**src/hdl/asg_config.svh**
```systemverilog
`ifndef ASG_CONFIG_SVH
`define ASG_CONFIG_SVH

// ---------------------------------------------------------------------
// data path widths
`define ASG_DAC_W         14  // dac sample, two's complement
`define ASG_TBL_AW        14  // table address, 16k entries
`define ASG_FRAC_W        16  // pointer fraction bits
`define ASG_PNT_W         (`ASG_TBL_AW + `ASG_FRAC_W)

// ---------------------------------------------------------------------
// timing constants at 125 MHz
`define ASG_TICK_CYC      125    // clocks per 1 us delay tick
`define ASG_TICK_W        8      // holds ASG_TICK_CYC - 1
`define ASG_DEBOUNCE_CYC  62500  // ~0.5 ms hold-off on ext trigger
`define ASG_DEB_W         20     // holds ASG_DEBOUNCE_CYC

// pointer -> dac latency, lines up the last value with the final sample
`define ASG_LAST_DLY      4

// bus readback word
`define ASG_BUS_DW        32

`endif
```
**src/hdl/asg_pkg.sv**
```systemverilog
package asg_pkg;

  `include "asg_config.svh"

  // ---------------------------------------------------------------------
  // trigger source, same codes as the register map
  typedef enum logic [2:0] {
    trig_none    = 3'd0,
    trig_sw      = 3'd1,  // write strobe from the bus
    trig_ext_pos = 3'd2,  // debounced rising edge
    trig_ext_neg = 3'd3   // debounced falling edge
  } trig_src_e;

  // burst sequencer
  typedef enum logic [1:0] {
    st_idle,   // after reset or rst
    st_run,    // pointer moving
    st_delay,  // waiting rdly ticks before next repetition
    st_last    // final burst done, holding last value
  } burst_state_e;

  // ---------------------------------------------------------------------
  // pointer and burst settings
  typedef struct packed {
    logic [`ASG_PNT_W-1:0] size;  // last valid pointer, fixed point
    logic [`ASG_PNT_W-1:0] step;  // pointer increment per clock
    logic [`ASG_PNT_W-1:0] ofs;   // start pointer
    logic                  wrap;  // keep fraction on wrap
    logic                  rst;   // hold sequencer in idle
    logic [15:0]           ncyc;  // table cycles per burst, 0 = endless
    logic [15:0]           rnum;  // repetitions after the first burst
    logic [31:0]           rdly;  // gap between bursts in 1 us ticks
    trig_src_e             trig_src;
  } asg_seq_cfg_t;

  // output stage settings
  typedef struct packed {
    logic        [`ASG_DAC_W-1:0] amp;   // 0x2000 is unity
    logic signed [`ASG_DAC_W-1:0] dc;
    logic        [`ASG_DAC_W-1:0] last;  // value after final burst
    logic                         zero;  // force output to 0
  } asg_out_cfg_t;

  // one-cycle table write strobe
  typedef struct packed {
    logic                  we;
    logic [`ASG_TBL_AW-1:0] addr;
    logic [`ASG_DAC_W-1:0]  wdata;
  } asg_tbl_wr_t;

endpackage

```
**src/hdl/asg_out_scale.sv**
```systemverilog
`timescale 1ns/1ns

`include "asg_config.svh"

module asg_out_scale (
  input  logic                  dac_clk_i,
  input  asg_pkg::asg_out_cfg_t out_cfg_i,
  input  logic [`ASG_DAC_W-1:0] sample_i,     // signed table sample
  input  logic                  last_hold_i,
  output logic [`ASG_DAC_W-1:0] dac_o
);

  localparam int DW    = `ASG_DAC_W;
  localparam int MUL_W = 2 * DW;

  logic signed [MUL_W-1:0] mult_q;  // sample * amp, amp 0x2000 = 1.0
  logic signed [DW:0]      sum_q;   // one guard bit for saturation
  logic        [DW-1:0]    sat;
  logic                    last_arm_q;

  // ---------------------------------------------------------------------
  // gain and offset
  always_ff @(posedge dac_clk_i) begin
    mult_q <= MUL_W'($signed(sample_i) * $signed({1'b0, out_cfg_i.amp}));
    sum_q  <= $signed(mult_q[MUL_W-1:DW-1])
            + $signed({out_cfg_i.dc[DW-1], out_cfg_i.dc});
  end

  // clamp to -2^(DW-1) .. 2^(DW-1)-1
  always_comb begin
    if (sum_q[DW] != sum_q[DW-1])
      sat = {sum_q[DW], {(DW-1){~sum_q[DW]}}};
    else
      sat = sum_q[DW-1:0];
  end

  // zero drops the held last value until the sequencer releases it
  always_ff @(posedge dac_clk_i) begin
    if (out_cfg_i.zero)
      last_arm_q <= 1'b0;
    else if (!last_hold_i)
      last_arm_q <= 1'b1;
  end

  // ---------------------------------------------------------------------
  // output select
  always_ff @(posedge dac_clk_i) begin
    if (out_cfg_i.zero)
      dac_o <= '0;
    else if (last_hold_i && last_arm_q)
      dac_o <= out_cfg_i.last;   // after final burst
    else
      dac_o <= sat;
  end

endmodule

```
**config.mk**
```make
export PLATFORM = sky130hd
export DESIGN_NAME = asg_out_scale
export DESIGN_NICKNAME = d
export VERILOG_FILES = /design/src/hdl/asg_pkg.sv /design/src/hdl/asg_out_scale.sv
export VERILOG_INCLUDE_DIRS = /design/src /design/src/hdl
export SDC_FILE = /design/constraint.sdc
export NUM_CORES = 1
export LEC_CHECK = 0
export BUFFER_PORTS_ARGS = -buffer_cell sky130_fd_sc_hd__buf_4
export CAP_MARGIN = 20
export CORE_ASPECT_RATIO = 0.9
export CORE_UTILIZATION = 48
export DETAILED_ROUTE_END_ITERATION = 8
export GPL_ROUTABILITY_DRIVEN = 1
export PLACE_DENSITY = 0.66
export SYNTH_ARGS = -nofsm -noshare
export SYNTH_HDL_FRONTEND = slang
export SYNTH_SLANG_ARGS = --single-unit
```
**constraint.sdc**
```tcl
create_clock -name dac_clk_i -period 6.9 [get_ports dac_clk_i]
set_clock_uncertainty 0.15 [all_clocks]
set_input_delay 1.38 -clock dac_clk_i [delete_from_list [all_inputs] [get_ports dac_clk_i]]
set_output_delay 1.38 -clock dac_clk_i [all_outputs]
set_load 0.05 [all_outputs]
```
# Word-level counts from Yosys, hierarchy flattened
# Cells that the tools add are included.
# word_totals
word_cells	11
register_bits	58
output_inout_bits	14
# classes
addsub	1
n_bitwise	1
n_eq_ne	1
n_mux	2
multipliers	1
n_reduce_logical	1
# ops
cell	n
$mul A14 B15 Y28	1
$mux W14	2
$add A15 B14 Y15	1
$logic_and A1 B1 Y1	1
$ne A1 B1 Y1	1
$not A1 Y1	1

# Logic depth before layout (Yosys ltp)
# logic_depth
depth_word	3
depth_mapped	21

# Worst setup path before layout
# No wires, ideal clock.
# synth_path
path_type	input to register
start	input port out_cfg_i[42] (netlist name)
end	register mult_q[20]
t_required_ps	6631
cell_stages	20
path_slack_ps	402
arrival_time_ps	6229
cell_sequence	clkbuf_1 > and2_1 > fa_1 > inv_1 > fa_1 > inv_1 > fa_1 > fa_1 > fa_1 > inv_1 > fa_1 > inv_1 > ha_1 > buf_2 > a21oi_1 > o211ai_1 > a31oi_1 > o21ai_2 > or3_1 > xor2_1
# synth_between
elab_chain_len	1
# synth_lines
item	line_no	source
start: declaration	asg_out_scale.sv:7	input asg_pkg::asg_out_cfg_t out_cfg_i,
$mul A14 B15 Y28	asg_out_scale.sv:24	mult_q <= MUL_W'($signed(sample_i) * $signed({1'b0, out_cfg_i.amp}));
end signal: assignment	asg_out_scale.sv:24	
end: declaration	asg_out_scale.sv:16	logic signed [MUL_W-1:0] mult_q;
# Every way passes these cells.
# A chain may end at the register's enable or synchronous reset.

# Worst setup path in the final report
# layout_path
start	input port out_cfg_i[36] (netlist name)
end	register mult_q[20]
# The elaborated chain is that of the path after synthesis.

==> flow_metrics.env <==
export IMPL_status="finished clean"
export IMPL_numClockSinks=45
export IMPL_antenna_found_initial=0
export IMPL_cts_htree_levels=2
export IMPL_synth_cell_area_um2=8700
export IMPL_detailroute_via_count=6793
export IMPL_totalNegativeSetupSlack_ps=0
export IMPL_critPathMaxFanout=14
export IMPL_maximum_number_of_pins_on_one_net_before_global_route_repair=17
export IMPL_yosys_area_share_simple_pct=18.2
export IMPL_max_cap_violations=0
export IMPL_crit_path_start_kind="input port"
export IMPL_synth_top_cells_by_count="176 x inv_1, 142 x fa_1, 116 x ha_1"
export IMPL_fin_ws_ps=420
export IMPL_die_area_um2=18700
export IMPL_cts_tree="done"
export IMPL_yosys_area_top_type="fa_1"
export IMPL_worst_setup_hold_path_clk_slew_ps=60
export IMPL_fillerInstances=1694
export IMPL_worst_setup_path_type="input port to flip-flop"
export IMPL_hp_class="flip-flop to flip-flop"
export IMPL_coreArea_um2=17700
export IMPL_worst_pin_slew_ps=504
export IMPL_post_synth_inst_count=992
export IMPL_post_synthesis_average_cell_area_um2=8.77
export IMPL_clock_fmax_ghz=0.154
export IMPL_crit_path_end_kind="flip-flop"
export IMPL_detail_route_first_pass_iterations=5
export IMPL_gr_total_overflow=0
export IMPL_post_route_period_util_pct=93.9
export IMPL_setup_violations=0
export IMPL_n_antenna_cell=0
export IMPL_routabilityCongestion=0.859
export IMPL_postSynthRegisterBits=45
export IMPL_wl_per_cell_um=15.1
export IMPL_cts_hold_buffers=0
export IMPL_dp_worst_setup_slack_ps=149
export IMPL_synth_adder_area_share_pct=49.4
export IMPL_via_per_inst=5.32
export IMPL_utilization_pct=54.1
export IMPL_final_ant_viol_nets=0
export IMPL_async_flop_share_pct=0
export IMPL_layout_drive_gt1_share_pct=9.26
export IMPL_slew_headroom_pct=66.3
export IMPL_synth_distinct_cells=55
export IMPL_synth_mux_area_share_pct=0.345
export IMPL_grt_first_pass_wirelength_mm=32.2
export IMPL_ctsRootBufferMaster="clkbuf_16"
export IMPL_dpl_cell_count=1269
export IMPL_synth_edf_count=0
export IMPL_slew_viol_final=0
export IMPL_yosys_warnings=0
export IMPL_route_detailed_drc=0
export IMPL_synthFlopType="dfxtp_1"
export IMPL_num_rows=46
export IMPL_number_of_cts_inserted_buffers=5
export IMPL_synth_most_common_cell="inv_1"
export IMPL_dr_first_iter_drc_count=340
export IMPL_synth_top_family_by_area="adder cells"
export IMPL_number_of_hold_slack_violations_in_the_final_timing_report=0
export IMPL_area_growth_syn_to_layout_pct=9.92
export IMPL_final_net_count=1353
export IMPL_die_width_um=144
export IMPL_cts_repair_timing_setup_buffer_count=0
export IMPL_arrival_ps=6490
export IMPL_first_global_vias=6764
export IMPL_rsz0062_at_grt="no"
export IMPL_grt_use_total_pct=21.9
export IMPL_synth_net_count=1309
export IMPL_post_cts_resized_instances=0
export IMPL_stdcell_count=1277
export IMPL_netlist_area_leader_share_pct=32.7
export IMPL_initial_core_util_pct=49.2
export IMPL_cts_root_to_sink_buffers=2
export IMPL_synth_area_leaders="fa_1 33%, ha_1 17%, dfxtp_1 10%"
export IMPL_synth_xor_area_share_pct=2.92
export IMPL_boundary_pins=73
export IMPL_routed_wl_mm=19.3
export IMPL_fp_dieH_um=130
export IMPL_clkLatencyLatePin_ps=280
export IMPL_setup_reg_to_reg_worst_slack_ps=4740
export IMPL_ys_seq_area_share_pct=10.4
export IMPL_data_required_time_at_the_worst_endpoint_ps=6910
export IMPL_dpl_hpwl_mm=15.8
export IMPL_io_buffers=72
export IMPL_fin_crit_ps=6480
export IMPL_synth_compound_gate_area_share_pct=9.18
==> routing by layer <==
metal / GRT usage (%) / up-vias / share of wire, %
li1: - / 3216 / -
met1: 30.0 / 3403 / 45
met2: 37.5 / 149 / 50
met3: 2.39 / 25 / 3.6
met4: 4.88 / 0 / 1.8
met5: 0 / - / 0
==> cells by family after synthesis <==
group / after synthesis
multiplexers: 3
adder cells (fa/ha/maj): 258
flip-flops: 45
AO/OA/AOI/OAI: 124
buffers and inverters: 219
XOR/XNOR: 29
AND/OR/NAND/NOR: 314
==> final timing paths <==
| kind | from | to | cells past startpoint |
|---|---|---|---|
| setup / recovery | out_cfg_i[36] | mult_q[20] | 21 |
| hold / removal | mult_q[13] | sum_q[0] | 1 |
| hold reg to reg | mult_q[13] | sum_q[0] | 1 |
| setup reg to reg | mult_q[13] | sum_q[12] | 9 |
==> layout by cell type (no fill, tap or decap), types with 8 or more instances in the layout <==
cell type and instances:
inv_1 176, fa_1 142, ha_1 116, nand2_1 107
and2_1 102, buf_4 80, dfxtp_1 45, a21oi_1 44
nor2_1 36, o21ai_0 21, nor3_1 21, xnor2_1 21
nor2b_1 12, nand4_1 10, nand2b_1 9, a21o_1 9
xor2_1 8
==> layout make-up <==
cell class,count,area [µm²],share of cell area [%]
Multi-Input combinational cell,728,6960,72.8
Sequential cell,45,901,9.42
Inverter,176,661,6.91
Timing Repair Buffer,80,601,6.28
Tap cell,240,300,3.14
Clock buffer,7,133,1.39
Clock inverter,1,7.51,0.0785
==> worst max-delay path, stage by stage <==
cell      delay (ps)
buf_4            170
and2_1           180
fa_1             530
inv_1             50
fa_1             470
inv_1             50
fa_1             500
inv_1             60
fa_1             520
inv_1             50
fa_1             470
inv_1             50
fa_1             470
inv_1             40
ha_1             340
a21oi_1          200
o211ai_1         140
a31oi_1          230
o21ai_2          120
or3_1            340
xor2_1           140
==> registers in the layout, indices dropped and copies added, names as in the netlist <==
register,flops
mult_q,15
sum_q,15
dac_o,14
last_arm_q,1
==> metrics by stage <==
stage	hold WS, ps	instance area [µm²]
3_5_place_dp	302	9420
2_1_floorplan	270	8700
4_1_cts	315	9560
3_3_place_gp	293	9420
5_1_grt	335	9560
6_report	306	9560
Power is not shown: default switching activity piles up to over one toggle a cycle in this logic, so the estimate is an artifact.
