==> src/hdl/asg_config.svh <==
`ifndef ASG_CONFIG_SVH
`define ASG_CONFIG_SVH

// ---------------------------------------------------------------------
// data path widths
`define ASG_DAC_W         14  // dac sample, two's complement
`define ASG_TBL_AW        14  // table address, 16k entries
`define ASG_FRAC_W        16  // pointer fraction bits
`define ASG_PNT_W         (`ASG_TBL_AW + `ASG_FRAC_W)

// ---------------------------------------------------------------------
// timing constants at 125 MHz
`define ASG_TICK_CYC      125    // clocks per 1 us delay tick
`define ASG_TICK_W        8      // holds ASG_TICK_CYC - 1
`define ASG_DEBOUNCE_CYC  62500  // ~0.5 ms hold-off on ext trigger
`define ASG_DEB_W         20     // holds ASG_DEBOUNCE_CYC

// pointer -> dac latency, lines up the last value with the final sample
`define ASG_LAST_DLY      4

// bus readback word
`define ASG_BUS_DW        32

`endif
==> src/hdl/asg_pkg.sv <==
package asg_pkg;

  `include "asg_config.svh"

  // ---------------------------------------------------------------------
  // trigger source, same codes as the register map
  typedef enum logic [2:0] {
    trig_none    = 3'd0,
    trig_sw      = 3'd1,  // write strobe from the bus
    trig_ext_pos = 3'd2,  // debounced rising edge
    trig_ext_neg = 3'd3   // debounced falling edge
  } trig_src_e;

  // burst sequencer
  typedef enum logic [1:0] {
    st_idle,   // after reset or rst
    st_run,    // pointer moving
    st_delay,  // waiting rdly ticks before next repetition
    st_last    // final burst done, holding last value
  } burst_state_e;

  // ---------------------------------------------------------------------
  // pointer and burst settings
  typedef struct packed {
    logic [`ASG_PNT_W-1:0] size;  // last valid pointer, fixed point
    logic [`ASG_PNT_W-1:0] step;  // pointer increment per clock
    logic [`ASG_PNT_W-1:0] ofs;   // start pointer
    logic                  wrap;  // keep fraction on wrap
    logic                  rst;   // hold sequencer in idle
    logic [15:0]           ncyc;  // table cycles per burst, 0 = endless
    logic [15:0]           rnum;  // repetitions after the first burst
    logic [31:0]           rdly;  // gap between bursts in 1 us ticks
    trig_src_e             trig_src;
  } asg_seq_cfg_t;

  // output stage settings
  typedef struct packed {
    logic        [`ASG_DAC_W-1:0] amp;   // 0x2000 is unity
    logic signed [`ASG_DAC_W-1:0] dc;
    logic        [`ASG_DAC_W-1:0] last;  // value after final burst
    logic                         zero;  // force output to 0
  } asg_out_cfg_t;

  // one-cycle table write strobe
  typedef struct packed {
    logic                  we;
    logic [`ASG_TBL_AW-1:0] addr;
    logic [`ASG_DAC_W-1:0]  wdata;
  } asg_tbl_wr_t;

endpackage

==> src/hdl/asg_burst_ctrl.sv <==
`timescale 1ns/1ns

`include "asg_config.svh"

module asg_burst_ctrl (
  input  logic                   dac_clk_i,
  input  logic                   dac_rstn_i,
  input  asg_pkg::asg_seq_cfg_t  seq_cfg_i,
  input  logic                   trig_sw_i,
  input  logic                   ext_pos_i,
  input  logic                   ext_neg_i,
  output logic [`ASG_TBL_AW-1:0] rd_addr_o,    // integer part of pointer
  output logic [`ASG_TBL_AW-1:0] buf_rpnt_o,   // pointer as seen by the bus
  output logic                   last_hold_o,  // play the user last value
  output logic                   trig_done_o   // accepted trigger
);

  localparam int PW     = `ASG_PNT_W;
  localparam int FW     = `ASG_FRAC_W;
  localparam int TICK_W = `ASG_TICK_W;
  localparam int LD     = `ASG_LAST_DLY;
  localparam logic [TICK_W-1:0] TICK_LAST = TICK_W'(`ASG_TICK_CYC - 1);

  asg_pkg::burst_state_e burst_st_q;

  logic              trig_in_q;   // selected trigger, registered
  logic [15:0]       cyc_cnt_q;
  logic [15:0]       rep_cnt_q;
  logic [31:0]       dly_cnt_q;
  logic [TICK_W-1:0] tick_q;
  logic [PW-1:0]     pnt_q;
  logic [PW:0]       pnt_nxt;     // one bit of headroom
  logic [PW:0]       pnt_sub;     // sign bit set while inside the table
  logic [LD-1:0]     run_dly_q;
  logic              running, rep_act, trig_start, restart, dac_trig;
  logic              wrap_hit, cyc_end, not_burst;

  assign running    = (burst_st_q == asg_pkg::st_run);
  assign rep_act    = |rep_cnt_q && (running || (burst_st_q == asg_pkg::st_delay));
  assign trig_start = trig_in_q && !rep_act;  // triggers ignored mid-repetition
  assign restart    = (burst_st_q == asg_pkg::st_delay) && (dly_cnt_q == 32'd0);
  assign dac_trig   = trig_start || restart;
  assign not_burst  = (seq_cfg_i.ncyc == 16'd0) && (seq_cfg_i.rnum == 16'd0);

  assign trig_done_o = trig_start;

  // ---------------------------------------------------------------------
  // fixed point pointer
  assign pnt_nxt  = {1'b0, pnt_q} + {1'b0, seq_cfg_i.step};
  assign pnt_sub  = pnt_nxt - {1'b0, seq_cfg_i.size} - (PW+1)'(1);
  assign wrap_hit = ~pnt_sub[PW];          // passed size
  assign cyc_end  = (cyc_cnt_q == 16'd1) && wrap_hit;

  assign rd_addr_o = pnt_q[PW-1:FW];

  always_ff @(posedge dac_clk_i) begin
    buf_rpnt_o <= pnt_q[PW-1:FW];
    if (!dac_rstn_i)
      pnt_q <= '0;
    else if (seq_cfg_i.rst || (dac_trig && !running))
      pnt_q <= seq_cfg_i.ofs;              // manual reset or (re)start
    else if (running) begin
      if (wrap_hit)
        pnt_q <= seq_cfg_i.wrap ? pnt_sub[PW-1:0] : seq_cfg_i.ofs;
      else
        pnt_q <= pnt_nxt[PW-1:0];
    end
  end

  // ---------------------------------------------------------------------
  // trigger select, counters and FSM
  always_ff @(posedge dac_clk_i) begin
    if (!dac_rstn_i) begin
      trig_in_q  <= 1'b0;
      cyc_cnt_q  <= '0;
      rep_cnt_q  <= '0;
      dly_cnt_q  <= '0;
      tick_q     <= '0;
      burst_st_q <= asg_pkg::st_idle;
    end else begin
      case (seq_cfg_i.trig_src)
        asg_pkg::trig_sw:      trig_in_q <= trig_sw_i;
        asg_pkg::trig_ext_pos: trig_in_q <= ext_pos_i;
        asg_pkg::trig_ext_neg: trig_in_q <= ext_neg_i;
        default:               trig_in_q <= 1'b0;
      endcase

      // 1 us tick, held at 0 while playing
      if (running || (tick_q == TICK_LAST))
        tick_q <= '0;
      else
        tick_q <= tick_q + TICK_W'(1);

      if (seq_cfg_i.rst || running)
        dly_cnt_q <= seq_cfg_i.rdly;
      else if (|dly_cnt_q && (tick_q == TICK_LAST))
        dly_cnt_q <= dly_cnt_q - 32'd1;

      if (seq_cfg_i.rst)
        rep_cnt_q <= '0;
      else if (trig_start)
        rep_cnt_q <= seq_cfg_i.rnum;
      else if (restart)
        rep_cnt_q <= rep_cnt_q - 16'd1;

      if (dac_trig)
        cyc_cnt_q <= seq_cfg_i.ncyc;
      else if (running && wrap_hit && |cyc_cnt_q)
        cyc_cnt_q <= cyc_cnt_q - 16'd1;    // one table pass done

      if (seq_cfg_i.rst)
        burst_st_q <= asg_pkg::st_idle;
      else if (dac_trig)
        burst_st_q <= asg_pkg::st_run;     // retrigger keeps running
      else if (running && cyc_end)
        burst_st_q <= |rep_cnt_q ? asg_pkg::st_delay : asg_pkg::st_last;
    end
  end

  // ---------------------------------------------------------------------
  // last value, delayed to match the output pipeline
  always_ff @(posedge dac_clk_i) begin
    if (!dac_rstn_i) begin
      run_dly_q   <= '0;
      last_hold_o <= 1'b0;
    end else begin
      run_dly_q <= {run_dly_q[LD-2:0], running};
      if (run_dly_q[LD-1:LD-2] == 2'b10)
        last_hold_o <= 1'b1;               // final sample has left the dac
      if (dac_trig || seq_cfg_i.rst || not_burst)
        last_hold_o <= 1'b0;
    end
  end

endmodule

==> config.mk <==
export PLATFORM = sky130hd
export DESIGN_NAME = asg_burst_ctrl
export DESIGN_NICKNAME = d
export VERILOG_FILES = /design/src/hdl/asg_pkg.sv /design/src/hdl/asg_burst_ctrl.sv
export VERILOG_INCLUDE_DIRS = /design/src /design/src/hdl
export SDC_FILE = /design/constraint.sdc
export NUM_CORES = 1
export LEC_CHECK = 0
export BUFFER_PORTS_ARGS = -buffer_cell sky130_fd_sc_hd__buf_4
export CELL_PAD_IN_SITES_DETAIL_PLACEMENT = 1
export CELL_PAD_IN_SITES_GLOBAL_PLACEMENT = 2
export CORE_MARGIN = 2
export CORE_UTILIZATION = 29
export DETAILED_ROUTE_END_ITERATION = 7
export PLACE_DENSITY = 0.8
export RECOVER_POWER = 100
export SKIP_LAST_GASP = 1
export SYNTH_ARGS = -nofsm -noshare
export SYNTH_HDL_FRONTEND = slang
export SYNTH_SLANG_ARGS = --single-unit
==> constraint.sdc <==
create_clock -name dac_clk_i -period 4.9 [get_ports dac_clk_i]
set_input_delay 0.245 -clock dac_clk_i [delete_from_list [all_inputs] [get_ports dac_clk_i]]
set_output_delay 0.245 -clock dac_clk_i [all_outputs]
set_load 0.01 [all_outputs]
Word-level counts from Yosys, hierarchy flattened

Cells that the tools add are included.

Output and inout port bits: 30
Input port bits: 164
Bits in registers: 124
Logic and storage cells: 76

Eq/ne operators: 8
Reductions and logical operators: 34
$add $sub $neg: 7
Bitwise operators: 2
Mux-type cells: 14

Operator list:

| operator                                             | count |
|---|---|
| two-way mux 30 bit                                   | 4 |
| two-way mux 16 bit                                   | 4 |
| two-way mux 32 bit                                   | 2 |
| logical NOT 16 bit                                   | 2 |
| logical NOT 32 bit                                   | 1 |
| OR reduction 16 bit                                  | 2 |
| OR reduction 32 bit                                  | 1 |
| subtractor 16 x 1 -> 16 bit, second input constant   | 2 |
| subtractor 32 x 1 -> 32 bit, second input constant   | 1 |
| adder 30 x 30 -> 31 bit                              | 1 |
| subtractor 31 x 1 -> 31 bit, second input constant   | 1 |
| subtractor 31 x 30 -> 31 bit                         | 1 |
| equality test 16 x 1 -> 1 bit, second input constant | 1 |
| logical AND 1 bit                                    | 10 |
| nonzero test 2 bit                                   | 5 |
| adder 8 x 1 -> 8 bit, second input constant          | 1 |
| equality test 8 x 7 -> 1 bit, second input constant  | 1 |
| logical OR 1 bit                                     | 7 |
| equality test 3 x 2 -> 1 bit, second input constant  | 2 |
| OR reduction 2 bit                                   | 3 |
| equality test 2 bit, second input constant           | 2 |
| equality test 3 x 1 -> 1 bit, second input constant  | 1 |
| two-way mux 1 bit                                    | 3 |
| case mux 1 bit (3 select lines)                      | 1 |
| 4 further kinds                                      | 6 |

Logic depth before layout (Yosys ltp)

Depth after elaboration: 9
Mapped depth: 22
Depth with buffers taken out: 20

Worst setup path before layout

OpenSTA, ideal clock, no wires.

Kind: register to register
Start point: register pnt_q[0]
End point: register cyc_cnt_q[5]
Clock period less this slack: 4868 ps
Required time: 4809 ps
Buffers on the path: 0
Slack: 32 ps
Cell stages (with the launch flop): 21
Data arrival time: 4777 ps
Cell sequence: dfxtp_1 > ha_1 > inv_1 > fa_1 > nand2b_1 > a21oi_1 > o21ai_2 > a21oi_1 > a221oi_1 > o311ai_0 > xor2_1 > ha_1 > and4_1 > and3_1 > nand3_1 > o211a_1 > inv_1 > or3_4 > a21o_1 > or4_1 > a311oi_1

Word-level cells in the longest chain between the ends: 7

RTL lines:

| what                                | line                  | text |
|---|---|---|
| from (decl)                         | asg_burst_ctrl.sv:31  | `logic [PW-1:0] pnt_q;` |
| from (signal assigned)              | asg_burst_ctrl.sv:61  | `pnt_q <= seq_cfg_i.ofs;` |
| from (signal assigned)              | asg_burst_ctrl.sv:64  | `pnt_q <= seq_cfg_i.wrap ? pnt_sub[PW-1:0] : seq_cfg_i.ofs;` |
| from (signal assigned)              | asg_burst_ctrl.sv:66  | `pnt_q <= pnt_nxt[PW-1:0];` |
| adder 30 x 30 -> 31 bit             | asg_burst_ctrl.sv:49  | `assign pnt_nxt = {1'b0, pnt_q} + {1'b0, seq_cfg_i.step};` |
| subtractor 31 x 30 -> 31 bit        | asg_burst_ctrl.sv:50  | `assign pnt_sub = pnt_nxt - {1'b0, seq_cfg_i.size} - (PW+1)'(1);` |
| subtractor 31 x 1 -> 31 bit         | asg_burst_ctrl.sv:50  |  |
| inverter 1 bit                      | asg_burst_ctrl.sv:51  | `assign wrap_hit = ~pnt_sub[PW];` |
| logical AND 1 bit (2 in a row)      | asg_burst_ctrl.sv:108 | `else if (running && wrap_hit && \|cyc_cnt_q)` |
| nonzero test 2 bit (no source line) | -                     |  |
| to (signal assigned)                | asg_burst_ctrl.sv:107 | `cyc_cnt_q <= seq_cfg_i.ncyc;` |
| to (signal assigned)                | asg_burst_ctrl.sv:109 | `cyc_cnt_q <= cyc_cnt_q - 16'd1;` |
| to (decl)                           | asg_burst_ctrl.sv:27  | `logic [15:0] cyc_cnt_q;` |

No other way between the ends.
A chain may end at the register's enable or synchronous reset.

Worst setup path after layout

Start point: register pnt_q[10]
End point: register cyc_cnt_q[11]

Same word-level chain as after synthesis.

==> metrics.csv <==
metric;value;unit
status;finished with violations;
failed_checks;max-capacitance violations, max-slew violations, negative setup slack;
dp.cells;1963;
finClkSkew;0.01327;ns
cp-startpoint;pnt_q[10];
dp_slack;-0.7503;ns
start_util;29.43;%
setup_viol;6;
maxCapViolCount;1;
synth_seq_cells;124;
maxSlewHeadroom;-58.87;%
power.leakage;5.899;nW
synth_edf_count;0;
design_area;14040;µm²
die_x;188.2;µm
numPortBuffers;193;
critPathMaxFanout;6;
core_area;33450;µm²
hold_class;input port to register;
power_density;389.4;nW/µm²
die-area;35430;µm²
required;5.25;ns
wl_per_cell;20.48;µm
ant_nets;0;
yosysSeqAreaShare;25.22;%
setup_slack;-0.1121;ns
vias;10860;
htree_num_levels;4;
fin_nets;1793;
final_core_util;41.97;%
finalCritPeriodShare;102.3;%
period_needed;5.012;ns
synth_ff_type;dfxtp_1;
hold_ws;0.07328;ns
reg2reg_slack;-0.11;ns
synth_cell_type_count;87;
syn_to_final_growth;42.63;%
worstMarginPinSlew;2.383;ns
fp.dieH;188.2;µm
timing.rr.end;cyc_cnt_q[11];
netlist_area;9843;µm²
clockBufferDepth;2;
grt_pass1_wl;63650;µm
design.portCount;194;
vdd_ir_drop_max;0.2928;mV
startpoint_type;register;
dr.pass1.iters;5;
synth_nets;1488;
fmax;199.5;MHz
whs_path_depth;3;
layout_common_cells;buf_4 (314), nor2_1 (123), dfxtp_1 (121), a21oi_1 (77), ha_1 (62);
gp_congestion;0.9334;
synthArstFlopShare;0;%
cts_root_buffer;clkbuf_16;
yosysWarnings;0;
insertion_delay;0.45;ns
synth.area.top_cells;dfxtp_1 (25%), ha_1 (8.6%), xnor2_1 (5.1%), nor2_1 (4.9%), a211oi_1 (4.3%);
min_from;seq_cfg_i[36];
cts_buffers;17;
slew_viol_final;41;
rsz0062_at_grt;yes;
whs_endpoint;rep_cnt_q[1];
drt-total-wl;41380;µm
antennaDiodeCount;0;
final_common_cell;buf_4;
dpl-instance-area;12600;µm²
cts.clk_slew.worst_paths;0.07;ns
synth_largest_area_cell;dfxtp_1;
grt_max_degree;70;
worstRegToRegCells;23;
antenna_found_initial;0;
cts_tree;built;
drt-initial-drc-count;573;
rows;67;
post-route-drc-count;0;
syn-mean-instance-area;7.849;µm²
hold_viol;0;
grt_pass1_vias;11280;
track_usage;22.89;%
grt_overflow_total;0;
worstReg2RegStart;pnt_q[10];
fillers;4038;
critical_path_class;register to register;
final_layout_size_suffix_gt1_share;30.53;%
final_cells;2020;
syn_inst;1254;
clock-sinks;124;
arrival;5.36;ns
synth_top_cell_area_share;25.22;%
crit_path_end_kind;register;
place.detailed.hpwl;31280;µm
via_per_inst;5.374;
## Yosys cell counts (5+ instances only)
cell type  count
nor2_1       128
dfxtp_1      124
a21oi_1       84
ha_1          68
o21ai_0       61
nand2_1       60
inv_1         59
a211oi_1      57
xnor2_1       57
clkbuf_1      44
xor2_1        44
nand3_1       43
nor3_1        32
a21o_1        30
a31oi_1       29
nor4_1        21
or3_1         21
buf_4         20
and3_1        19
nand4_1       15
o211ai_1      15
o21a_1        15
buf_2         12
nand3b_1      11
nor2b_1       11
or4_1         11
a2111oi_0     10
a311oi_1      10
nand2b_1      10
nor3b_1        8
and2_1         7
o21bai_1       6
a221oi_1       5
o41ai_1        5
## where the power goes
group / internal, W / switching [W]
clock network: 0.000773 / 0.000574
registers: 0.00110 / 0.0000858
logic: 0.00135 / 0.00159
## final cells by class
| class | count | area [µm²] | share of cell area, % |
|---|---|---|---|
| multi-input cells | 991 | 7428 | 52.91 |
| repair buffers | 365 | 2741 | 19.53 |
| flip-flops and latches | 124 | 2486 | 17.71 |
| well taps | 448 | 560.5 | 3.993 |
| clock buffers | 18 | 439.2 | 3.128 |
| inverters | 60 | 225.2 | 1.604 |
| clock inverters | 14 | 158.9 | 1.132 |
## worst max path at each step
stage / endpoint / slack [ns] / depth (start not counted)
after detailed placement: pnt_q[17] / -0.75 / 22
after CTS: cyc_cnt_q[13] / -0.06 / 21
after global routing: cyc_cnt_q[11] / -0.29 / 23
after global placement: pnt_q[18] / -0.56 / 22
final: cyc_cnt_q[11] / -0.11 / 23
after floorplan: cyc_cnt_q[5] / 0.03 / 20
## critical path: stages (launching register included)
cell	delay, ns
dfxtp_1	0.31
ha_1	0.32
buf_4	0.14
nand4_1	0.14
a211oi_2	0.25
a21o_1	0.24
buf_4	0.15
o211ai_1	0.11
buf_4	0.18
a21oi_2	0.21
nor2_1	0.09
xnor2_1	0.27
ha_1	0.31
buf_4	0.16
o21ai_0	0.14
o21ai_1	0.13
nand4_1	0.12
o211a_1	0.19
inv_2	0.05
or3_4	0.39
a21o_4	0.26
buf_6	0.13
or3_1	0.35
a311oi_2	0.25
## through the flow
step / TNS (ns) / total power [W]
final: -0.4373 / 0.005468
after global routing: -4.873 / 0.005778
after CTS: -0.1654 / 0.005180
after detailed placement: -19.56 / 0.003703
after global placement: -14.01 / 0.003659
after floorplan: 0 / 0.002631
## metal layers
metal	up-vias	part of all wire, %	GRT usage, %
li1	5250	-	-
met1	5341	46	30.46
met2	223	48	38.16
met3	41	3.6	3.297
met4	0	1.7	7.147
met5	-	0	0
## state kept, by name (all words and copies together) (netlist names)
name / cells
dly_cnt_q: 32
buf_rpnt_o: 14
rep_cnt_q: 16
burst_st_q: 2
trig_in_q: 1
cyc_cnt_q: 16
pnt_q: 30
run_dly_q: 4
last_hold_o: 1
tick_q: 8
## logic make-up (layout without fill, tap and decap cells)
kind of cell               Yosys count  count (layout)  share of synthesized area [%]
xor gates and xnor gates           101             101                          8.987
buffers and inverters              139             457                          6.292
adders and majority gates           70              70                          9.051
DFF                                124             124                          25.22
and+or+nand+nor                    429             429                          22.82
AOI/OAI and AO/OA                  385             385                          27.00
muxes                                6               6                         0.6356
## what timing repair did
action	in CTS	in global routing
gates cloned	0	2
endpoints found under the setup margin	48	48
gates resized for setup	46	90
endpoints found under the hold margin	1	0
buffers inserted	13	9
pin swaps	18	47
hold buffers	1	0
Power figures use the tool's default switching activity.
