[config.mk]
export PLATFORM = sky130hd
export DESIGN_NAME = asg_ext_trig
export DESIGN_NICKNAME = d
export VERILOG_FILES = /design/src/hdl/asg_ext_trig.sv
export VERILOG_INCLUDE_DIRS = /design/src /design/src/hdl
export SDC_FILE = /design/constraint.sdc
export NUM_CORES = 1
export LEC_CHECK = 0
export BUFFER_PORTS_ARGS = -buffer_cell sky130_fd_sc_hd__buf_2
export CORE_UTILIZATION = 45
export DETAILED_ROUTE_END_ITERATION = 7
export SYNTH_ARGS = -nofsm -noshare
export SYNTH_HDL_FRONTEND = slang
export SYNTH_SLANG_ARGS = --single-unit
[constraint.sdc]
create_clock -name dac_clk_i -period 3.82 [get_ports dac_clk_i]
set_input_delay 0.191 -clock dac_clk_i [delete_from_list [all_inputs] [get_ports dac_clk_i]]
set_output_delay 0.191 -clock dac_clk_i [all_outputs]
set_load 0.01 [all_outputs]
[src/hdl/asg_config.svh]
`ifndef ASG_CONFIG_SVH
`define ASG_CONFIG_SVH

// ---------------------------------------------------------------------
// data path widths
`define ASG_DAC_W         14  // dac sample, two's complement
`define ASG_TBL_AW        14  // table address, 16k entries
`define ASG_FRAC_W        16  // pointer fraction bits
`define ASG_PNT_W         (`ASG_TBL_AW + `ASG_FRAC_W)

// ---------------------------------------------------------------------
// timing constants at 125 MHz
`define ASG_TICK_CYC      125    // clocks per 1 us delay tick
`define ASG_TICK_W        8      // holds ASG_TICK_CYC - 1
`define ASG_DEBOUNCE_CYC  62500  // ~0.5 ms hold-off on ext trigger
`define ASG_DEB_W         20     // holds ASG_DEBOUNCE_CYC

// pointer -> dac latency, lines up the last value with the final sample
`define ASG_LAST_DLY      4

// bus readback word
`define ASG_BUS_DW        32

`endif
[src/hdl/asg_ext_trig.sv]
`timescale 1ns/1ns

`include "asg_config.svh"

module asg_ext_trig (
  input  logic dac_clk_i,
  input  logic dac_rstn_i,
  input  logic trig_ext_i,  // asynchronous pin
  output logic ext_pos_o,   // one clock per qualified rising edge
  output logic ext_neg_o    // one clock per qualified falling edge
);

  localparam int DEB_W = `ASG_DEB_W;
  localparam logic [DEB_W-1:0] DEB_LOAD = DEB_W'(`ASG_DEBOUNCE_CYC);

  // index 0 is the rising path, 1 the falling path
  logic [2:0]       sync_q;      // [0] metastable, [2] oldest
  logic [DEB_W-1:0] deb_q [2];   // hold-off counters
  logic [1:0]       hist_q [2];  // {previous, current} admitted level
  logic [1:0]       chg;         // level change seen after the synchroniser

  assign chg[0] = sync_q[1] & ~sync_q[2];
  assign chg[1] = ~sync_q[1] & sync_q[2];

  always_ff @(posedge dac_clk_i) begin
    if (!dac_rstn_i) begin
      sync_q <= '0;
      for (int p = 0; p < 2; p++) begin
        deb_q[p]  <= '0;
        hist_q[p] <= '0;
      end
    end else begin
      sync_q <= {sync_q[1:0], trig_ext_i};

      for (int p = 0; p < 2; p++) begin
        // start hold-off on a fresh edge, only when idle
        if ((deb_q[p] == '0) && chg[p])
          deb_q[p] <= DEB_LOAD;
        else if (deb_q[p] != '0)
          deb_q[p] <= deb_q[p] - DEB_W'(1);

        hist_q[p][1] <= hist_q[p][0];
        if (deb_q[p] == '0)
          hist_q[p][0] <= sync_q[1];  // level frozen during hold-off
      end
    end
  end

  // ---------------------------------------------------------------------
  // edge pulses from the admitted level
  assign ext_pos_o = (hist_q[0] == 2'b01);
  assign ext_neg_o = (hist_q[1] == 2'b10);

endmodule

After elaboration in Yosys (flattened, before gate mapping)
Memories as Yosys holds them, arrays and structs flattened.
Index checks and enable logic that the tools add are counted.
Widths: inputs -> output; s select.
{ "word_totals": {"memories": 2, "latchBits": 0, "reg_bits": 3, "word_cells": 55, "out_inout_bits": 2, "in_bits": 3, "ramBits": 44, "rom_bits": 0} }
{ "op_classes": {"n_shift": 0, "magnitude_cmp": 0, "muxes": 30, "addsub": 2, "n_bitwise": 12, "n_reduce_logical": 6, "div": 0, "multipliers": 0, "n_eq_ne": 2} }
{ "memory_table": {"columns": ["name", "words", "word_bits", "rd", "rd_clocked_by_memory_dff", "wr", "line_no", "text"], "rows": [
  ["deb_q", 2, 20, 2, 0, 2, "asg_ext_trig.sv:18", "logic [DEB_W-1:0] deb_q [2];"],
  ["hist_q", 2, 2, 2, 0, 2, "asg_ext_trig.sv:19", "logic [1:0] hist_q [2];"]
]} }
{ "op_table": {"columns": ["operator", "count"], "rows": [
  ["$mux 20", 4],
  ["$logic_not 20->1", 2],
  ["$reduce_bool 20->1", 2],
  ["$sub 20x1->20 const B", 2],
  ["$mux 1", 26],
  ["$or 1x1->1", 8],
  ["$and 1x1->1", 2],
  ["$eq 2x1->1 const B", 1],
  ["$eq 2x2->1 const B", 1],
  ["$logic_and 1x1->1", 2],
  ["$not 1->1", 2]
]} }

Logic depth before layout (Yosys ltp)
Gate-level depths: netlist (run 1).
{ "logic_depth": {"ltp_word": 8, "mapped_depth": 9, "mapped_depth_nobuf": 7} }

Least setup slack after synthesis (run 1)
OpenSTA, ideal clock, no wires.
{ "synth_timing": {"path_kind": "reg-to-reg", "from": "mem deb_q[1][8] (netlist bit)", "to": "mem deb_q[1][0] (netlist bit), enable pin", "period_less_slack_ns": 2.808, "path_stages_with_launch": 8, "t_required_ns": 3.366, "setup_ns": 0.454, "setup_slack_ns": 1.012, "n_path_buf": 2, "arrival_time_ns": 2.354, "cell_sequence": "edfxtp_1 or3_1 clkbuf_1 or4_1 or2_1 clkbuf_1 inv_1 nand3_1"} }
{ "synth_lines": {"columns": ["item", "line_no"], "rows": [
  ["start: declaration", "asg_ext_trig.sv:18"]
]} }

==> key figures, run 1 <==
Power
  • Net switching power: 751 uW
  • Comb power frac: roughly two fifths
  • Seq pwr share: 42.8%
  • Peak supply drop: 0.245 mV
  • Pleak: 1.02 nW
  • Internal Power: 1.31 mW
  • Clk pwr share: 19.0%
  • Power per cell area: about 750 nW/um^2
  • Switching Share: 36.5%

Synthesis
  • Largest cells by area after synthesis: edfxtp_1 (52%), nor2_1 (6.0%), xnor2_1 (5.2%)
  • XOR/XNOR share of the synthesized area: between 10% and 20%
  • Ys async rst share: 0%
  • Cell count after synthesis: about 230
  • Cell area after synthesis: 2520 um^2
  • Synth cell types: 36
  • Synth Area in Compound Gates: roughly 6.1%
  • Top FF cell, synth: edfxtp_1
  • Number of synthesized flops with an enable pin: 44
  • Post-synthesis simple-gate area fraction: 24.4%
  • Post-synthesis adder-cell area fraction: just under 2%
  • Mux cell area share after synthesis: 0%
  • Seq cells post-synth: 47
  • Share of the synthesized area in the top cell type: between 50% and 60%
  • Most instantiated cells after synthesis: edfxtp_1 (44), nor2_1 (40), a21oi_1 (16), nand2_1 (16)
  • Combinational family with the most area after synthesis: simple AND/OR/NAND/NOR gates
  • Synth Warn #: 0
  • Post-synthesis sequential area ratio: ~55%
  • Mean area per synthesized cell: 10.8 um^2
  • Synth area leader: edfxtp_1
  • Most numerous cell in the Yosys netlist: edfxtp_1

STA
  • RSZ-0062 raised after global routing: no
  • Tmin final: 2.79 ns
  • Max-slew violation count: 0
  • Crit share post-route: 73.1%
  • WHS: roughly 0.087 ns
  • Final setup fails: 0
  • Max-slew headroom at the worst pin: 40.1%
  • Worst Tran Pin Value: 0.896 ns
  • Peak Freq: approximately 360 MHz
  • Final hold viol count: 0
  • Setup TNS Final: 0 ns
  • Final Skew: between 0.007 and 0.008 ns

Setup path
  • R2r setup slk: roughly 1.0 ns
  • R2r startpoint: deb_q[0][13]$_SDFFCE_PN0P_
  • Crit path DAT: 2.84 ns
  • CP Launch Type: register
  • Critical Path RT: 3.87 ns
  • Reg2reg end: deb_q[1][10]$_DFFE_PP_
  • CP endpoint kind: register
  • Kind of critical path: reg2reg
  • Worst reg-to-reg path cell count: 5
  • Critical Path Fanout Max: 9

Clock tree
  • TritonCTS clock tree: yes
  • Clk Latency, worst-skew pair: 0.31 ns
  • Htree depth: 2
  • Hold Buf Count CTS: 0
  • Root Driver: clkbuf_8
  • CTS Buf Count: 5
  • Post-CTS Repair Setup Buffers: 0
  • Post-CTS Resized: 0
  • Max Root-Sink Buffers: 2
  • Clk sink count: 47
  • Clock Pin Slew Worst Setup and Hold Paths: 0.09 ns

Placed design
  • Final HPWL DP: 2990 um
  • Placer Congestion: 0.746
  • Port buffer count: 4

Route
  • DRC viols: 0
  • 1st-iter DRT viols: 94
  • Post-DRT Antenna Nets: 0
  • Avg WL per Cell: between 10 and 15 um
  • Detailed Route WL: 4410 um
  • Via-to-Cell Ratio: around 5.5
  • DR vias: 1701
  • 1st-pass router iterations: 4

Layout
  • Multi-input gate area: around 1100 um^2
  • Layout Area Growth over Synthesis: 8.24%
  • Layout Utilization: 52.1%
  • Share of cells above drive strength 1: 8.26%
  • Fill cells: 490
  • Antenna Cells: 0
  • Fin nets: 248
  • Sequential cell area: 1380 um^2

Hold path
  • Hold path startpoint: trig_ext_i
  • Hold EP: sync_q[0]$_SDFF_PN0_
  • Worst Hold Class: in2reg
  • WHS Path Cells: 2

Floorplan
  • Die area: 5900 um^2
  • Die H: 76.8 um
  • Die X: 76.8 um
  • FP Rows: 26
  • Ports: 5
  • Core area: about 5200 um^2
  • Initial core utilization: 48.1%

Global route
  • Largest net degree at the start of global routing: 21
  • Total GRT Usage: 16.7%
  • First-pass GRT wire length: 7470 um
  • Grt ovf: 0
  • Antenna violations before repair: 1
  • Number of global-route vias before repair: between 1000 and 1500

Outcome
  • Status: finished clean

Flow run
  • Max capacitance violation total: 0
placed cells by master (no fill, tap or decap), drive strengths merged, types with 3 or more instances in the layout:
cell type,synthesis,layout
a21oi,16,16
and2,6,6
buf,3,6
clkbuf,4,6
dfxtp,3,3
edfxtp,44,44
ha,4,4
inv,5,5
nand2,16,16
nand2b,3,3
nand3,4,4
nand4,6,6
nor2,40,40
nor2b,5,5
nor3,10,10
nor4,7,7
nor4b,3,3
or3,4,4
or4,6,6
xnor2,15,15
xor2,15,15
worst max-delay path by stage:
stage | from | to | cells after the start | slack [ns]
final | deb_q[0][13]$_SDFFCE_PN0P_ | deb_q[1][10]$_DFFE_PP_ | 5 | 1.03
after detailed placement | deb_q[0][13]$_SDFFCE_PN0P_ | deb_q[1][15]$_DFFE_PP_ | 5 | 1.03
after global routing | deb_q[0][13]$_SDFFCE_PN0P_ | deb_q[1][10]$_DFFE_PP_ | 5 | 0.92
after global placement | deb_q[0][13]$_SDFFCE_PN0P_ | deb_q[1][10]$_DFFE_PP_ | 5 | 1.08
after floorplan | deb_q[1][8]$_SDFFCE_PN0P_ | deb_q[1][0]$_SDFFCE_PN0P_ | 7 | 1.01
after CTS | deb_q[0][13]$_SDFFCE_PN0P_ | deb_q[1][10]$_DFFE_PP_ | 5 | 1.02
layer usage:
layer / track usage, % / up-vias / share of wire [%]
met5: 0 / - / 0.39
met3: 3.81 / 9 / 3.5
met4: 8.65 / 2 / 1.8
li1: - / 851 / -
met1: 26.8 / 818 / 55
met2: 19.9 / 21 / 39
power groups by stage:
stage | sequential, mW | combinational (mW) | clock, mW
after global placement | 0.885 | 0.783 | 0
after detailed placement | 0.887 | 0.783 | 0
after CTS | 0.877 | 0.789 | 0.400
final | 0.879 | 0.786 | 0.392
after floorplan | 0.855 | 0.648 | 0
after global routing | 0.901 | 0.895 | 0.414
cells by family (layout without fill, tap and decap cells):
family          count (synthesis)  count (layout)
compound gates                 22              22
xor+xnor                       30              30
fa+ha+maj                       4               4
buf+inv                        12              19
flops                          47              47
other cells                     1               2
simple gates                  118             118
state kept, by name, indices dropped and copies added (netlist names):
register,count
hist_q,4
deb_q,40
sync_q,3
area by class of cell:
type | instances | share of cell area (%)
Sequential cell | 47 | 50.6
Multi-Input combinational cell | 176 | 39.9
Tap cell | 70 | 3.21
Clock buffer | 6 | 3.03
Clock inverter | 2 | 1.28
Timing Repair Buffer | 6 | 1.28
Inverter | 5 | 0.688
worst max-delay path, cell delays in order (launching register included):
cell      delay (ns)
edfxtp_1        0.43
or4_4           0.57
or4_4           0.45
or2_1           0.40
o41ai_4         0.59
a21oi_1         0.08
metrics by stage:
stage,total power [mW],setup slack [ns],cell area [um^2],instances
after CTS,2.07,1.02,2730,312
final,2.06,1.03,2730,312
after detailed placement,1.67,1.03,2610,304
after global placement,1.67,1.08,2610,304
after floorplan,1.50,1.01,2520,235
after global routing,2.21,0.924,2730,312
(Power assumes the default switching activity.)
==> inputs of run 2 (changes only) <==
Clock period 3.82 ns to 2.5 ns, I/O delays scaled along.
==> key figures, run 2 (synthesis results as in run 1) <==
Outcome
  • Status: finished clean

Floorplan
  • Die X: 76.8 um
  • Ports: 5
  • Die H: 76.8 um
  • Initial core utilization: about half
  • Core area: around 5200 um^2
  • FP Rows: 26
  • Die area: 5900 um^2

STA
  • Peak Freq: approximately 400 MHz
  • Final setup fails: 0
  • Final hold viol count: 0
  • Crit share post-route: between 90 and 100%
  • Worst Tran Pin Value: 0.545 ns
  • Max-slew violation count: 0
  • PnR worst setup slack: approximately 0.049 ns
  • Final Skew: 0.0112 ns
  • RSZ-0062 raised after global routing: yes
  • WHS: 0.0285 ns
  • Max-slew headroom at the worst pin: 63.3%
  • Tmin final: 2.45 ns

Layout
  • Multi-input gate area: ~1100 um^2
  • Biggest registers after layout: deb_q (40), hist_q (4), sync_q (3)
  • Most flop-heavy register: deb_q
  • Design area: 2950 um^2
  • Fill cells: 461
  • Fin nets: 273
  • Max reg flops: 40
  • Antenna Cells: 0
  • Share of cells above drive strength 1: 19.1%
  • Layout Utilization: 56.3%
  • Commonest non-fill, non-tap cell in the layout: edfxtp_1
  • Sequential cell area: 1380 um^2
  • Layout Area Growth over Synthesis: 17.0%
  • Commonest cells after routing, fill and taps aside: edfxtp_1 (44), nor2_1 (40), buf_4 (25), a21oi_1 (16)

Clock tree
  • TritonCTS clock tree: yes
  • Htree depth: 2
  • Root Driver: clkbuf_8
  • Clk sink count: 47
  • Clock Pin Slew Worst Setup and Hold Paths: 0.09 ns
  • CTS Buf Count: 5
  • Clk Latency, worst-skew pair: roughly 0.3 ns
  • Max Root-Sink Buffers: 2

Global route
  • First-pass GRT wire length: 8010 um
  • Largest net degree at the start of global routing: 21
  • Antenna violations before repair: 0
  • Total GRT Usage: 17.7%
  • Grt ovf: 0
  • Number of global-route vias before repair: 1631

Setup path
  • CP startpoint: deb_q[0][11]$_SDFFCE_PN0P_
  • R2r setup slk: 0.05 ns
  • Kind of critical path: reg2reg
  • Worst reg-to-reg path cell count: 6
  • Critical Path Fanout Max: 3
  • Critical Path RT: about 2.6 ns
  • Reg2reg end: deb_q[0][16]$_SDFFCE_PN0P_
  • Crit path DAT: 2.52 ns
  • CP Launch Type: register
  • R2r startpoint: deb_q[0][11]$_SDFFCE_PN0P_
  • CP endpoint kind: register

Hold path
  • Hold path startpoint: trig_ext_i
  • Hold EP: sync_q[0]$_SDFF_PN0_
  • WHS Path Cells: 2
  • Worst Hold Class: in2reg

Route
  • Via-to-Cell Ratio: 5.18
  • 1st-iter DRT viols: 135
  • 1st-pass router iterations: 4
  • DRC viols: 0
  • Detailed Route WL: 4740 um
  • Post-DRT Antenna Nets: 0
  • DR vias: between 1500 and 2000
  • Avg WL per Cell: 14.1 um

Power
  • Peak supply drop: 0.557 mV
  • Pleak: approximately 1.1 nW
  • Power per cell area: ~1100 nW/um^2

Placed design
  • Placer Congestion: 0.790
  • Final HPWL DP: 3270 um
  • Post-placement setup slack: 0.00643 ns
  • Placed Area: 2830 um^2
  • Port buffer count: 4

Flow run
  • Max capacitance violation total: 0
[run 2: cell types whose count changed in the layout (fill, tap and decap cells not counted), sizes merged]
cell and delta:
buf +25, bufinv -1, clkinv +1
[run 2: repair_timing]
action,in CTS,in global routing
hold buffers,0,0
endpoints found under the setup margin,7,11
cloned,0,0
gates resized for setup,1,6
pin swaps,0,4
buffers inserted,0,1
[run 2: report_power, final]
group,switching [mW],internal (mW)
clock network,0.265,0.198
logic,0.765,0.745
registers,0.171,1.15
[run 2: layout make-up]
class                           instances  share of cell area, %
Clock inverter                          2                  0.467
Multi-Input combinational cell        176                   38.2
Clock buffer                            6                   2.46
Inverter                                5                  0.636
Sequential cell                        47                   46.8
Timing Repair Buffer                   31                   8.40
Tap cell                               70                   2.97
[run 2: how the worst max path moves through the flow]
stage | depth (start not counted) | slack (ns) | end
floorplan | 6 | -0.01 | deb_q[1][10]$_DFFE_PP_
global placement | 7 | 0.04 | deb_q[0][18]$_SDFFCE_PN0P_
detailed placement | 6 | 0.006 | deb_q[1][10]$_DFFE_PP_
CTS | 8 | 0.02 | deb_q[0][12]$_SDFFCE_PN0P_
global route | 6 | -0.03 | deb_q[0][16]$_SDFFCE_PN0P_
finish | 6 | 0.05 | deb_q[0][16]$_SDFFCE_PN0P_
[run 2: through the flow]
step           instances  power [mW]  setup TNS [ns]
2_1_floorplan        235        2.30          -0.101
3_3_place_gp         328        2.77               0
3_5_place_dp         328        2.79               0
4_1_cts              336        3.27               0
5_1_grt              337        3.54         -0.0270
6_report             337        3.29               0
[run 2: critical path: stages, from the launching register on]
cell	delay, ns
edfxtp_1	0.40
or4_4	0.55
or4_4	0.43
buf_4	0.16
or3_2	0.47
xor2_1	0.15
nor2_1	0.05
[run 2: metal layers]
layer	up-vias	track usage [%]	wire (um)
li1	903	-	-
met1	810	26.5	2560
met2	27	24.5	1970
met3	6	4.05	152
met4	0	7.12	62
met5	-	0	0
==> inputs of run 3 (changes only) <==
Settings changed: HOLD_SLACK_MARGIN set to 0.12.
==> key figures, run 3 (synthesis results as in run 1) <==
Placed design
  • Placed Area: 2830 um^2
  • Port buffer count: 4
  • Final HPWL DP: 3270 um
  • Placer Congestion: 0.790

Clock tree
  • Clock Pin Slew Worst Setup and Hold Paths: around 0.090 ns
  • Root Driver: clkbuf_8
  • Clk sink count: 47
  • TritonCTS clock tree: yes
  • Htree depth: 2
  • Max Root-Sink Buffers: 2
  • CTS Buf Count: 5
  • Clk Latency, worst-skew pair: 0.30 ns

Route
  • Post-DRT Antenna Nets: 0
  • 1st-pass router iterations: 4
  • 1st-iter DRT viols: 134
  • DRC viols: 0
  • Avg WL per Cell: 14.1 um
  • Detailed Route WL: roughly 4800 um
  • DR vias: 1752
  • Via-to-Cell Ratio: 5.18

Layout
  • Commonest cells after routing, fill and taps aside: edfxtp_1 (44), nor2_1 (40), buf_4 (25), a21oi_1 (16)
  • Sequential cell area: between 1000 and 1500 um^2
  • Fill cells: approximately 460
  • Design area: 2960 um^2
  • Most flop-heavy register: deb_q
  • Biggest registers after layout: deb_q (40), hist_q (4), sync_q (3)
  • Multi-input gate area: 1130 um^2
  • Commonest non-fill, non-tap cell in the layout: edfxtp_1
  • Antenna Cells: 0
  • Max reg flops: 40
  • Fin nets: 274
  • Layout Area Growth over Synthesis: 17.4%
  • Share of cells above drive strength 1: 19.0%

STA
  • Final Skew: 0.0112 ns
  • Final setup fails: 0
  • Crit share post-route: 98.1%
  • Tmin final: 2.45 ns
  • RSZ-0062 raised after global routing: yes
  • Max-slew headroom at the worst pin: between 60% and 70%
  • Setup TNS Final: 0 ns
  • Peak Freq: slightly above 400 MHz
  • Worst Tran Pin Value: between 0.5 and 0.6 ns
  • WHS: about 0.24 ns
  • Final hold viol count: 0
  • Max-slew violation count: 0

Global route
  • Antenna violations before repair: 0
  • Number of global-route vias before repair: approximately 1600
  • Largest net degree at the start of global routing: 21
  • Grt ovf: 0
  • First-pass GRT wire length: 8040 um
  • Total GRT Usage: 17.8%

Setup path
  • CP Launch Type: register
  • Kind of critical path: reg2reg
  • Critical Path RT: 2.57 ns
  • Crit path DAT: 2.52 ns
  • CP endpoint kind: register
  • Critical Path Fanout Max: 3

Power
  • Peak supply drop: 0.558 mV
  • Power per cell area: 1110 nW/um^2
  • Pleak: 1.15 nW

Floorplan
  • Initial core utilization: 48.1%
  • Die H: 76.8 um
  • FP Rows: 26
  • Ports: 5
  • Die X: 76.8 um
  • Core area: 5240 um^2
  • Die area: 5900 um^2

Flow run
  • Max capacitance violation total: 0

Hold path
  • Worst Hold Class: in2reg

Outcome
  • Status: finished clean
## run 3: cell types whose count changed in the layout (fill, tap and decap cells not counted), sizes merged
| cell | delta |
|---|---|
| dlygate4sd3 | +1 |
## run 3: repair_timing
| item | CTS | global route |
|---|---|---|
| resized for setup | 1 | 6 |
| hold buffers | 1 | 0 |
| pin swaps | 0 | 4 |
| buffers inserted | 0 | 1 |
| endpoints found under the setup margin | 7 | 11 |
| endpoints found under the hold margin | 1 | 0 |
## run 3: path summary, 6_finish.rpt
| path | startpoint | to | slack [ns] | cells past startpoint |
|---|---|---|---|---|
| worst max-delay path | deb_q[0][11]$_SDFFCE_PN0P_ | deb_q[0][16]$_SDFFCE_PN0P_ | 0.05 | 6 |
| worst min register to register | sync_q[0]$_SDFF_PN0_ | sync_q[1]$_SDFF_PN0_ | 0.44 | 1 |
| worst max register to register | deb_q[0][11]$_SDFFCE_PN0P_ | deb_q[0][16]$_SDFFCE_PN0P_ | 0.05 | 6 |
| worst min-delay path | dac_rstn_i | sync_q[1]$_SDFF_PN0_ | 0.24 | 2 |
## run 3: metrics by stage
| step | worst slack (ns) | std cells | utilization [%] | total power [mW] |
|---|---|---|---|---|
| finish | 0.0465 | 338 | 56.5 | 3.29 |
| global route | -0.0270 | 338 | 56.5 | 3.54 |
| CTS | 0.0240 | 337 | 55.9 | 3.28 |
| detailed placement | 0.00643 | 328 | 54.0 | 2.79 |
| global placement | 0.0374 | 328 | 54.0 | 2.77 |
| floorplan | -0.0144 | 235 | - | 2.30 |
## run 3: area by class of cell
cell class | count | area share, %
inverters | 5 | 0.634
well taps | 70 | 2.96
clock inverters | 2 | 0.465
clock buffers | 6 | 2.45
repair buffers | 32 | 8.71
flip-flops and latches | 47 | 46.7
multi-input cells | 176 | 38.1
## run 3: power by group
part	internal (mW)	switching (mW)
Clock	0.198	0.264
Combinational	0.746	0.767
Sequential	1.15	0.171
Total	2.09	1.20
## run 3: critical path, stage by stage (launching register included)
cell	delay, ns
edfxtp_1	0.40
or4_4	0.55
or4_4	0.43
buf_4	0.16
or3_2	0.47
xor2_1	0.15
nor2_1	0.05
## run 3: routing by layer
metal / share of wire [%] / up-vias / GRT usage [%]
met4: 1.3 / 0 / 7.12
met1: 54 / 816 / 26.6
li1: - / 905 / -
met3: 2.8 / 6 / 3.93
met2: 41 / 25 / 24.6
met5: 0 / - / 0
